[config.mk]
export PLATFORM = sky130hd
export DESIGN_NAME = decode_stage
export DESIGN_NICKNAME = d
export VERILOG_FILES = /design/src/rtl/decode_pkg.sv /design/src/rtl/alu_ctrl_decode.sv /design/src/rtl/decode_stage.sv /design/src/rtl/pc_ctrl_decode.sv /design/src/rtl/regfile_mem_decode.sv
export SDC_FILE = /design/constraint.sdc
export NUM_CORES = 1
export LEC_CHECK = 0
export BUFFER_PORTS_ARGS = -buffer_cell sky130_fd_sc_hd__buf_4
export CAP_MARGIN = 20
export CORE_ASPECT_RATIO = 0.75
export CORE_MARGIN = 4
export CORE_UTILIZATION = 39
export CTS_CLUSTER_DIAMETER = 40
export DETAILED_ROUTE_END_ITERATION = 16
export MAX_ROUTING_LAYER = met4
export PLACE_DENSITY = 0.64
export SYNTH_ARGS = -nofsm -noshare
export SYNTH_HDL_FRONTEND = slang
export SYNTH_SLANG_ARGS = --single-unit
export TNS_END_PERCENT = 1
[constraint.sdc]
create_clock -name clk -period 1.9 [get_ports clk]
set_input_delay 0.285 -clock clk [delete_from_list [all_inputs] [get_ports clk]]
set_output_delay 0.285 -clock clk [all_outputs]
set_load 0.03 [all_outputs]
[src/rtl/decode_pkg.sv]
`default_nettype none

package decode_pkg;

	localparam int instr_w  = 16;
	localparam int opcode_w = 5;
	localparam int funct_w  = 2;

	// Major opcodes in instr[15:11]
	typedef enum logic [opcode_w-1:0] {
		op_halt   = 5'b00000, op_nop    = 5'b00001,
		// J-format and register jumps
		op_j      = 5'b00100, op_jr     = 5'b00101, op_jal    = 5'b00110, op_jalr   = 5'b00111,
		// I1-format
		op_addi   = 5'b01000, op_subi   = 5'b01001, op_xori   = 5'b01010, op_andni  = 5'b01011,
		op_roli   = 5'b10100, op_slli   = 5'b10101, op_rori   = 5'b10110, op_srli   = 5'b10111,
		op_st     = 5'b10000, op_ld     = 5'b10001, op_stu    = 5'b10011,
		// I2-format
		op_beqz   = 5'b01100, op_bnez   = 5'b01101, op_bltz   = 5'b01110, op_bgez   = 5'b01111,
		op_lbi    = 5'b11000, op_slbi   = 5'b10010,
		// R-format, funct picks the operation for the two grouped opcodes
		op_btr    = 5'b11001, op_alu_shift = 5'b11010, op_alu_arith = 5'b11011,
		op_seq    = 5'b11100, op_slt    = 5'b11101, op_sle    = 5'b11110, op_sco    = 5'b11111
	} opcode_e;

	// ALU function codes, rotate and shift codes equal their funct value
	typedef enum logic [4:0] {
		alu_rol  = 5'd0,  alu_sll  = 5'd1,  alu_ror  = 5'd2,  alu_srl  = 5'd3,
		alu_add  = 5'd4,  alu_and  = 5'd5,  alu_or   = 5'd6,  alu_xor  = 5'd7,
		alu_btr  = 5'd8,  alu_seq  = 5'd9,  alu_slt  = 5'd10, alu_sle  = 5'd11,
		alu_sco  = 5'd12, alu_beqz = 5'd13, alu_bnez = 5'd14, alu_bltz = 5'd15,
		alu_bgez = 5'd16
	} alu_op_e;

	typedef enum logic {
		opb_imm = 1'b0,
		opb_reg = 1'b1
	} operand_b_e;

	typedef enum logic [1:0] {
		imm5  = 2'd0,
		imm8  = 2'd1,
		imm11 = 2'd2
	} imm_sel_e;

	// Destination register field
	typedef enum logic [1:0] {
		dst_rd_r = 2'b00,
		dst_rd_i = 2'b01,
		dst_rs   = 2'b10,
		dst_r7   = 2'b11
	} reg_dst_e;

	typedef enum logic [2:0] {
		wb_alu  = 3'd0,
		wb_mem  = 3'd1,
		wb_lbi  = 3'd2,
		wb_slbi = 3'd3,
		wb_link = 3'd4
	} wb_src_e;

	typedef enum logic [1:0] {
		pc_seq    = 2'b00,
		pc_reg    = 2'b01,
		pc_disp   = 2'b10,
		pc_branch = 2'b11
	} pc_src_e;

	typedef struct packed {
		alu_op_e    alu_op;
		logic       inv_a;
		logic       inv_b;
		logic       cin;
		logic       sign;
		operand_b_e operand_b;
		imm_sel_e   imm_sel;
		logic       sign_ext;
	} alu_ctrl_t;

	typedef struct packed {
		logic     reg_write;
		reg_dst_e reg_dst;
		wb_src_e  wb_src;
		logic     mem_read;
		logic     mem_write;
	} regfile_mem_ctrl_t;

	typedef struct packed {
		pc_src_e pc_src;
		logic    halt;
	} pc_ctrl_t;

	typedef struct packed {
		alu_ctrl_t         alu;
		regfile_mem_ctrl_t rf_mem;
		pc_ctrl_t          pc;
	} ctrl_word_t;

endpackage

`default_nettype wire

[src/rtl/alu_ctrl_decode.sv]
`timescale 1ns/1ps
`default_nettype none

module alu_ctrl_decode (
	input  wire [decode_pkg::instr_w-1:0] instr,
	output decode_pkg::alu_ctrl_t         alu
);

	decode_pkg::opcode_e            opcode;
	logic [decode_pkg::funct_w-1:0] funct;

	assign opcode = decode_pkg::opcode_e'(instr[decode_pkg::instr_w-1 -: decode_pkg::opcode_w]);
	assign funct  = instr[decode_pkg::funct_w-1:0];

	// ALU function and operand modifiers
	always_comb begin
		alu.alu_op = decode_pkg::alu_add;
		alu.inv_a  = 1'b0;
		alu.inv_b  = 1'b0;
		alu.cin    = 1'b0;
		alu.sign   = 1'b0;

		case (opcode)
			decode_pkg::op_subi: begin
				alu.inv_a = 1'b1;
				alu.cin   = 1'b1;
				alu.sign  = 1'b1;
			end
			decode_pkg::op_xori:  alu.alu_op = decode_pkg::alu_xor;
			decode_pkg::op_andni: begin
				alu.alu_op = decode_pkg::alu_and;
				alu.inv_b  = 1'b1;
			end
			decode_pkg::op_roli:  alu.alu_op = decode_pkg::alu_rol;
			decode_pkg::op_slli:  alu.alu_op = decode_pkg::alu_sll;
			decode_pkg::op_rori:  alu.alu_op = decode_pkg::alu_ror;
			decode_pkg::op_srli:  alu.alu_op = decode_pkg::alu_srl;
			decode_pkg::op_btr:   alu.alu_op = decode_pkg::alu_btr;
			decode_pkg::op_alu_arith: begin
				case (funct)
					2'b01: begin
						alu.inv_a = 1'b1;
						alu.cin   = 1'b1;
						alu.sign  = 1'b1;
					end
					2'b10: alu.alu_op = decode_pkg::alu_xor;
					2'b11: begin
						alu.alu_op = decode_pkg::alu_and;
						alu.inv_b  = 1'b1;
					end
					default: alu.alu_op = decode_pkg::alu_add;
				endcase
			end
			// rol, sll, ror, srl in funct order
			decode_pkg::op_alu_shift: alu.alu_op = decode_pkg::alu_op_e'({3'b000, funct});
			decode_pkg::op_seq:   alu.alu_op = decode_pkg::alu_seq;
			decode_pkg::op_slt: begin
				alu.alu_op = decode_pkg::alu_slt;
				alu.sign   = 1'b1;
			end
			decode_pkg::op_sle: begin
				alu.alu_op = decode_pkg::alu_sle;
				alu.sign   = 1'b1;
			end
			decode_pkg::op_sco:   alu.alu_op = decode_pkg::alu_sco;
			decode_pkg::op_beqz:  alu.alu_op = decode_pkg::alu_beqz;
			decode_pkg::op_bnez:  alu.alu_op = decode_pkg::alu_bnez;
			decode_pkg::op_bltz: begin
				alu.alu_op = decode_pkg::alu_bltz;
				alu.sign   = 1'b1;
			end
			decode_pkg::op_bgez: begin
				alu.alu_op = decode_pkg::alu_bgez;
				alu.sign   = 1'b1;
			end
			default: alu.alu_op = decode_pkg::alu_add;
		endcase
	end

	// Operand B source and immediate form
	always_comb begin
		alu.operand_b = decode_pkg::opb_imm;
		alu.imm_sel   = decode_pkg::imm5;
		alu.sign_ext  = 1'b0;

		case (opcode)
			decode_pkg::op_btr, decode_pkg::op_alu_shift, decode_pkg::op_alu_arith,
			decode_pkg::op_seq, decode_pkg::op_slt, decode_pkg::op_sle, decode_pkg::op_sco:
				alu.operand_b = decode_pkg::opb_reg;
			// Arithmetic and address offsets
			decode_pkg::op_addi, decode_pkg::op_subi, decode_pkg::op_st,
			decode_pkg::op_ld, decode_pkg::op_stu:
				alu.sign_ext = 1'b1;
			decode_pkg::op_beqz, decode_pkg::op_bnez, decode_pkg::op_bltz, decode_pkg::op_bgez,
			decode_pkg::op_lbi, decode_pkg::op_jr, decode_pkg::op_jalr: begin
				alu.imm_sel  = decode_pkg::imm8;
				alu.sign_ext = 1'b1;
			end
			// Low byte shifted in as is
			decode_pkg::op_slbi:  alu.imm_sel = decode_pkg::imm8;
			decode_pkg::op_j, decode_pkg::op_jal: begin
				alu.imm_sel  = decode_pkg::imm11;
				alu.sign_ext = 1'b1;
			end
			default: alu.sign_ext = 1'b0;
		endcase
	end

endmodule

`default_nettype wire

[src/rtl/decode_stage.sv]
`timescale 1ns/1ps
`default_nettype none

module decode_stage (
	input  wire                           clk,
	input  wire                           rst_n,
	input  wire [decode_pkg::instr_w-1:0] instr,
	input  wire                           instr_valid,
	output decode_pkg::ctrl_word_t        ctrl,
	output logic                          ctrl_valid
);

	decode_pkg::alu_ctrl_t         alu_next;
	decode_pkg::regfile_mem_ctrl_t rf_mem_next;
	decode_pkg::pc_ctrl_t          pc_next;
	decode_pkg::ctrl_word_t        ctrl_next;

	alu_ctrl_decode u_alu (
		.instr (instr),
		.alu   (alu_next)
	);

	regfile_mem_decode u_rf_mem (
		.instr  (instr),
		.rf_mem (rf_mem_next)
	);

	pc_ctrl_decode u_pc (
		.instr (instr),
		.pc    (pc_next)
	);

	assign ctrl_next = '{alu: alu_next, rf_mem: rf_mem_next, pc: pc_next};

	// Decode/execute pipeline register
	always_ff @(posedge clk or negedge rst_n) begin
		if (!rst_n) begin
			ctrl       <= '0;
			ctrl_valid <= 1'b0;
		end else begin
			ctrl_valid <= instr_valid;
			// Word holds through bubbles
			if (instr_valid) begin
				ctrl <= ctrl_next;
			end
		end
	end

endmodule

`default_nettype wire

[src/rtl/pc_ctrl_decode.sv]
`timescale 1ns/1ps
`default_nettype none

module pc_ctrl_decode (
	input  wire [decode_pkg::instr_w-1:0] instr,
	output decode_pkg::pc_ctrl_t          pc
);

	decode_pkg::opcode_e opcode;

	// Next PC depends on the opcode alone
	assign opcode = decode_pkg::opcode_e'(instr[decode_pkg::instr_w-1 -: decode_pkg::opcode_w]);

	always_comb begin
		pc.pc_src = decode_pkg::pc_seq;
		pc.halt   = 1'b0;

		case (opcode)
			// Taken or not is resolved by the ALU later
			decode_pkg::op_beqz, decode_pkg::op_bnez,
			decode_pkg::op_bltz, decode_pkg::op_bgez:
				pc.pc_src = decode_pkg::pc_branch;
			// PC relative displacement
			decode_pkg::op_j, decode_pkg::op_jal:
				pc.pc_src = decode_pkg::pc_disp;
			// Register plus imm8
			decode_pkg::op_jr, decode_pkg::op_jalr:
				pc.pc_src = decode_pkg::pc_reg;
			decode_pkg::op_halt:
				pc.halt = 1'b1;
			default:
				pc.pc_src = decode_pkg::pc_seq;
		endcase
	end

endmodule

`default_nettype wire

[src/rtl/regfile_mem_decode.sv]
`timescale 1ns/1ps
`default_nettype none

module regfile_mem_decode (
	input  wire [decode_pkg::instr_w-1:0] instr,
	output decode_pkg::regfile_mem_ctrl_t rf_mem
);

	decode_pkg::opcode_e opcode;

	assign opcode = decode_pkg::opcode_e'(instr[decode_pkg::instr_w-1 -: decode_pkg::opcode_w]);

	always_comb begin
		// No write unless the opcode says so
		rf_mem.reg_write = 1'b0;
		rf_mem.reg_dst   = decode_pkg::dst_rd_i;
		rf_mem.wb_src    = decode_pkg::wb_alu;
		rf_mem.mem_read  = 1'b0;
		rf_mem.mem_write = 1'b0;

		case (opcode)
			decode_pkg::op_btr, decode_pkg::op_alu_shift, decode_pkg::op_alu_arith,
			decode_pkg::op_seq, decode_pkg::op_slt, decode_pkg::op_sle, decode_pkg::op_sco: begin
				rf_mem.reg_write = 1'b1;
				rf_mem.reg_dst   = decode_pkg::dst_rd_r;
			end
			decode_pkg::op_addi, decode_pkg::op_subi, decode_pkg::op_xori, decode_pkg::op_andni,
			decode_pkg::op_roli, decode_pkg::op_slli, decode_pkg::op_rori, decode_pkg::op_srli:
				rf_mem.reg_write = 1'b1;
			decode_pkg::op_ld: begin
				rf_mem.reg_write = 1'b1;
				rf_mem.wb_src    = decode_pkg::wb_mem;
				rf_mem.mem_read  = 1'b1;
			end
			decode_pkg::op_st:  rf_mem.mem_write = 1'b1;
			// Store with base update, the address goes back to rs
			decode_pkg::op_stu: begin
				rf_mem.reg_write = 1'b1;
				rf_mem.reg_dst   = decode_pkg::dst_rs;
				rf_mem.mem_write = 1'b1;
			end
			decode_pkg::op_lbi: begin
				rf_mem.reg_write = 1'b1;
				rf_mem.reg_dst   = decode_pkg::dst_rs;
				rf_mem.wb_src    = decode_pkg::wb_lbi;
			end
			decode_pkg::op_slbi: begin
				rf_mem.reg_write = 1'b1;
				rf_mem.reg_dst   = decode_pkg::dst_rs;
				rf_mem.wb_src    = decode_pkg::wb_slbi;
			end
			// Return address into r7
			decode_pkg::op_jal, decode_pkg::op_jalr: begin
				rf_mem.reg_write = 1'b1;
				rf_mem.reg_dst   = decode_pkg::dst_r7;
				rf_mem.wb_src    = decode_pkg::wb_link;
			end
			default: rf_mem.reg_write = 1'b0;
		endcase
	end

endmodule

`default_nettype wire

; ---- After elaboration in Yosys (flattened, before gate mapping)
; Index checks and enable logic that the tools add are counted.
; W data, S select, Z words.
[word_totals]
out_inout_bits = 25
regBits = 25
in_bits = 19
wordCells = 78
[op_classes]
mux = 19
reduce_logical = 12
eq_ne = 31
[op_table]
columns = cell, n
row1 = $pmux W5 S17, 1
row2 = $eq A5 B5 Y1 const B, 16
row3 = $eq A5 B4 Y1 const B, 8
row4 = $reduce_or A21 Y1, 1
row5 = $eq A5 B3 Y1 const B, 4
row6 = $reduce_or A14 Y1, 1
row7 = $pmux W2 S3, 2
row8 = $pmux W3 S4, 1
row9 = $mux W1, 8
row10 = $pmux W1 S2, 4
row11 = $pmux W2 S2, 2
row12 = $reduce_or A2 Y1, 4
row13 = $reduce_or A8 Y1, 1
row14 = $reduce_or A7 Y1, 1
row15 = $logic_not A5 Y1, 1
row16 = $reduce_or A5 Y1, 1
row17 = $eq A2 B2 Y1 const B, 2
row18 = $reduce_or A4 Y1, 1
row19 = $reduce_or A3 Y1, 1
row20 = $eq A2 B1 Y1 const B, 1
row21 = $mux W2, 1

; ---- Logic depth before layout (Yosys ltp)
[logic_depth]
word_depth = 3
ltp_mapped = 5

; ---- Cells and area by module
; Synthesis repeated with hierarchy kept, for this count alone.
[unflattened]
cells_unflattened = 135
area_unflattened_um2 = 1581.5
[by_module_without_submodules]
columns = mod, area_per_inst_um2, n_inst, cells_per_inst, seq_area_each_um2
row1 = decode_stage, 1022.2, 1, 52, 625.6
row2 = alu_ctrl_decode, 377.9, 1, 59, 0.0
row3 = regfile_mem_decode, 128.9, 1, 18, 0.0
row4 = pc_ctrl_decode, 52.6, 1, 6, 0.0

; ---- Least setup slack after synthesis
; OpenSTA, ideal clock, no wires.
[synth_timing]
path_type = in2reg
startpoint = input port instr[13] (netlist name)
endpoint = register ctrl[20] (netlist name)
setup_ns = 0.075
setup_slack_ns = 0.558
arrival_time_ns = 1.268
stages = 5
path_buffers = 1
path_cell_list = nand2b_1 > buf_2 > or4b_1 > o311a_1 > o2bb2ai_2
[synth_between]
elab_chain_len = 2
word_cells_on_any_way = 18
classes_between = eq/ne (17) / mux (1)
[synth_lines]
columns = element, line_no
row1 = from (decl), decode_stage.sv:7  ; input wire [decode_pkg::instr_w-1:0] instr,
row2 = $eq A5 B4 Y1 / $eq A5 B5 Y1 (equally long branches), alu_ctrl_decode.sv:23  ; case (opcode)
row3 = $pmux W5 S17 (*), alu_ctrl_decode.sv:23
row4 = to (signal assigned), decode_stage.sv:44  ; ctrl <= ctrl_next;
row5 = to (decl), decode_stage.sv:9  ; output decode_pkg::ctrl_word_t ctrl,
; Every way passes the cells marked *; elsewhere a longest branch is shown, timed or not.
; A chain may end at the register's enable or synchronous reset.

; ---- Worst setup path in the final report
; Ends and elaborated chain as after synthesis.

==> impl_results.md <==
- Worst EP arrival: roughly 1.6 ns
- Clock skew: 0 ns
- Vias in the first global route: 1,010
- GRT overflow: 0
- Hold path start: instr_valid
- Routed Antenna Nets: 0
- Mux contribution to synthesized area: 0.0259
- Worst Path Max Fanout: 15
- Async SR Flop Fraction: 1.00
- Min-delay worst type: input port to register
- Hold_buf cts: 1
- Cells after Synth: between 100 and 150
- Clock root buffer: clkbuf_8
- First-pass GRT wire length: between 5000 and 6000 microns
- Fill cell count: 310
- Register area: about 600 sq um
- Status: completed
- Cell taking the most area after synthesis: dfrtp_1
- Post-DP Area: 1550 sq um
- 1st-pass router iterations: 4
- Register area share after synthesis: 0.461
- Post-route cell area: ~1600 sq um
- Clock Latency Late Sink: about 0.26 ns
- Maxcap violations: 0
- Final period util: 0.722
- RR Endpoint: ctrl[7]
- Mean Syn Cell Area: between 9 and 10 sq um
- Tot GR Track Use: 0.151
- Htree depth: 1
- WHS Path Cells: 1
- Largest family of logic cells by synthesized area: compound AO/OA/AOI/OAI gates
- Post-synthesis adder-cell area fraction: 0
- Die extent in x: 74.8 microns
- Post-synthesis cell area: 1300 sq um
- Clock buffer count from CTS: 3
- Reg2Reg Depth: 2
- I/O pin count: 44
- Lkg Pwr: 0.735 nW
- Tmin final: between 1 and 1.5 ns
- XOR/XNOR Fraction of Synth Area: 0.0269
- Tot Pwr: 1.16 mW
- Final Non-Filler Cells: 204
- # nets final: 187
- Area Growth Syn to Fin: 22.5%
- CTS tree: yes
- Post-synth EDFFs: 0
- Row cnt: 17
- Final Util: 0.521
- DR vias/cell: around 5.5
- Worst EP required: around 2.1 ns
- Postcts setup bufs: 0
- Post-CTS sizing: 0
- Fmax achieved: approximately 730 MHz
- Starting Density: 0.426
- Place WS: 0.261 ns
- PortBufs: 34
- Compound-Gate Fraction of Synth Area: 0.250
- Syn_nets: ~160
- Area of the multi-input gates: slightly below 600 sq um
- 1st-iter DRT viols: 35
- Pwr dens: approximately 730 nW/um^2
- Post-synthesis simple-gate area fraction: 0.153
- Synth Warn #: 0
- Final Slew Violations: 0
- Final setup margin: about 0.53 ns
- Via count: ~1,100
- Dpl cells: 200
- Flop2flop setup slack: around 1.1 ns
- Layout cell share with drive strength beyond 1: 0.253
- Sink Count: 24
- RSZ-0062 raised after global routing: no
- Max-slew headroom: 0.688
- Avg WL per Cell: ~15 microns
- Die Outline Area: 4340 sq um
- Hold Path End: ctrl_valid
- DRC errors left: 0
- Worst path cell trace: buf_4 -> nand2b_1 -> or4b_1 -> o311a_1 -> o2bb2ai_2
- Hold Vio Cnt, Final: 0
- Initial antenna violation count: 0
- DP HPWL: approximately 2100 microns
- Routed wire length: just under 3000 microns
- CP Capture Type: register
- TNS Setup: 0 ns
- Die Ht: between 50 and 60 microns
- Finish-stage setup viols: 0
- Startpoint types: input port
- Worst-path clk slew: ~0.080 ns
- Ant diodes: 0
- Predominant post-synthesis flop cell: dfrtp_1
- CP peak stage delay: roughly 0.57 ns
- Hold_ws: about 0.3 ns
- Synth area leaders: dfrtp_1 (46%), a21oi_1 (3.8%), inv_1 (3.2%), o21ai_0 (3.1%), nand2_1 (2.9%)
- CP Class: input port to register
- Slowest-stage cell, CP: or4b_1
- Yosys reg bits: 24
- Worst ir drop on vdd: roughly 0.47 mV
- Least-Margin Pin Slew: 0.462 ns
- Unique masters post-synth: 38
- Largest net degree at the start of global routing: 33
- Placer Congestion: about 0.81
- Worst-case clock buffer depth: 2
- Core area: around 3000 sq um
- Reg2reg start: ctrl[7]
- Synth top area share: 0.461
-- final cells by class --
class / count / area share
flip-flops and latches: 24 / 0.376
multi-input cells: 92 / 0.371
repair buffers: 36 / 0.171
well taps: 38 / 0.0298
clock buffers: 3 / 0.0259
inverters: 11 / 0.0259
-- state kept, by name, summed over array words and instances (netlist names) --
name / cells
ctrl_valid: 1
ctrl: 23
-- power breakdown --
| part | switching (mW) | internal [mW] |
|---|---|---|
| sequential | 0.0187 | 0.546 |
| clock | 0.152 | 0.142 |
| combinational | 0.193 | 0.112 |
-- cells in the mapped netlist (all sizes together), types with 2 or more instances --
master    n
a31oi     4
xor2      3
dfrtp    24
nand3     6
o21ai     8
o22a      2
nand2    10
a21oi    10
o211ai    3
nor3      4
mux2      3
or2b      2
a22o      2
nand2b    2
o21a      2
o41ai     2
clkbuf    5
buf      10
nor2      7
inv      11
nor4      2
o2bb2ai   5
nor2b     3
-- logic make-up (layout without fill, tap and decap cells) --
group / count (synthesis) / count (layout)
compound gates: 46 / 46
xor+xnor: 4 / 4
buf+inv: 26 / 50
flops: 24 / 24
mux: 3 / 3
simple gates: 39 / 39
-- cell usage in the layout, fill, tap and decap left out, types with 3 or more instances in the layout --
cell       synthesis  final
nand2_1           10     10
mux2_2             3      3
nor2_1             7      7
a21oi_1           10     10
nand3_1            6      6
o211ai_1           3      3
nor2b_1            3      3
inv_1             11     11
buf_4              1     35
dfrtp_1           24     24
nor3_1             4      4
xor2_1             3      3
clkbuf_8           0      3
a31oi_1            4      4
o2bb2ai_1          4      4
o21ai_0            8      8
-- layer usage --
metal,routed length [microns],vias to the layer above,GRT usage,part of all wire
met4,11,0,0.0152,0.0037
li1,-,557,-,-
met2,1300,24,0.214,0.44
met5,0,-,-,0
met1,1490,529,0.224,0.50
met3,173,3,0.0399,0.058
-- worst max path at each step --
stage	cells past startpoint	endpoint	slack (ns)	startpoint
after floorplan	5	ctrl[20]	0.56	instr[13]
after global placement	5	ctrl[20]	0.30	instr[13]
after detailed placement	5	ctrl[20]	0.26	instr[13]
after CTS	5	ctrl[20]	0.54	instr[13]
after global routing	5	ctrl[20]	0.49	instr[13]
final	5	ctrl[20]	0.53	instr[13]
-- critical path, delay by kind of cell --
family          cells  cell delay, ns
simple gates        2            0.86
buf+inv             1            0.16
compound gates      2            0.26
No activity file was read; power rests on OpenSTA's default activity.
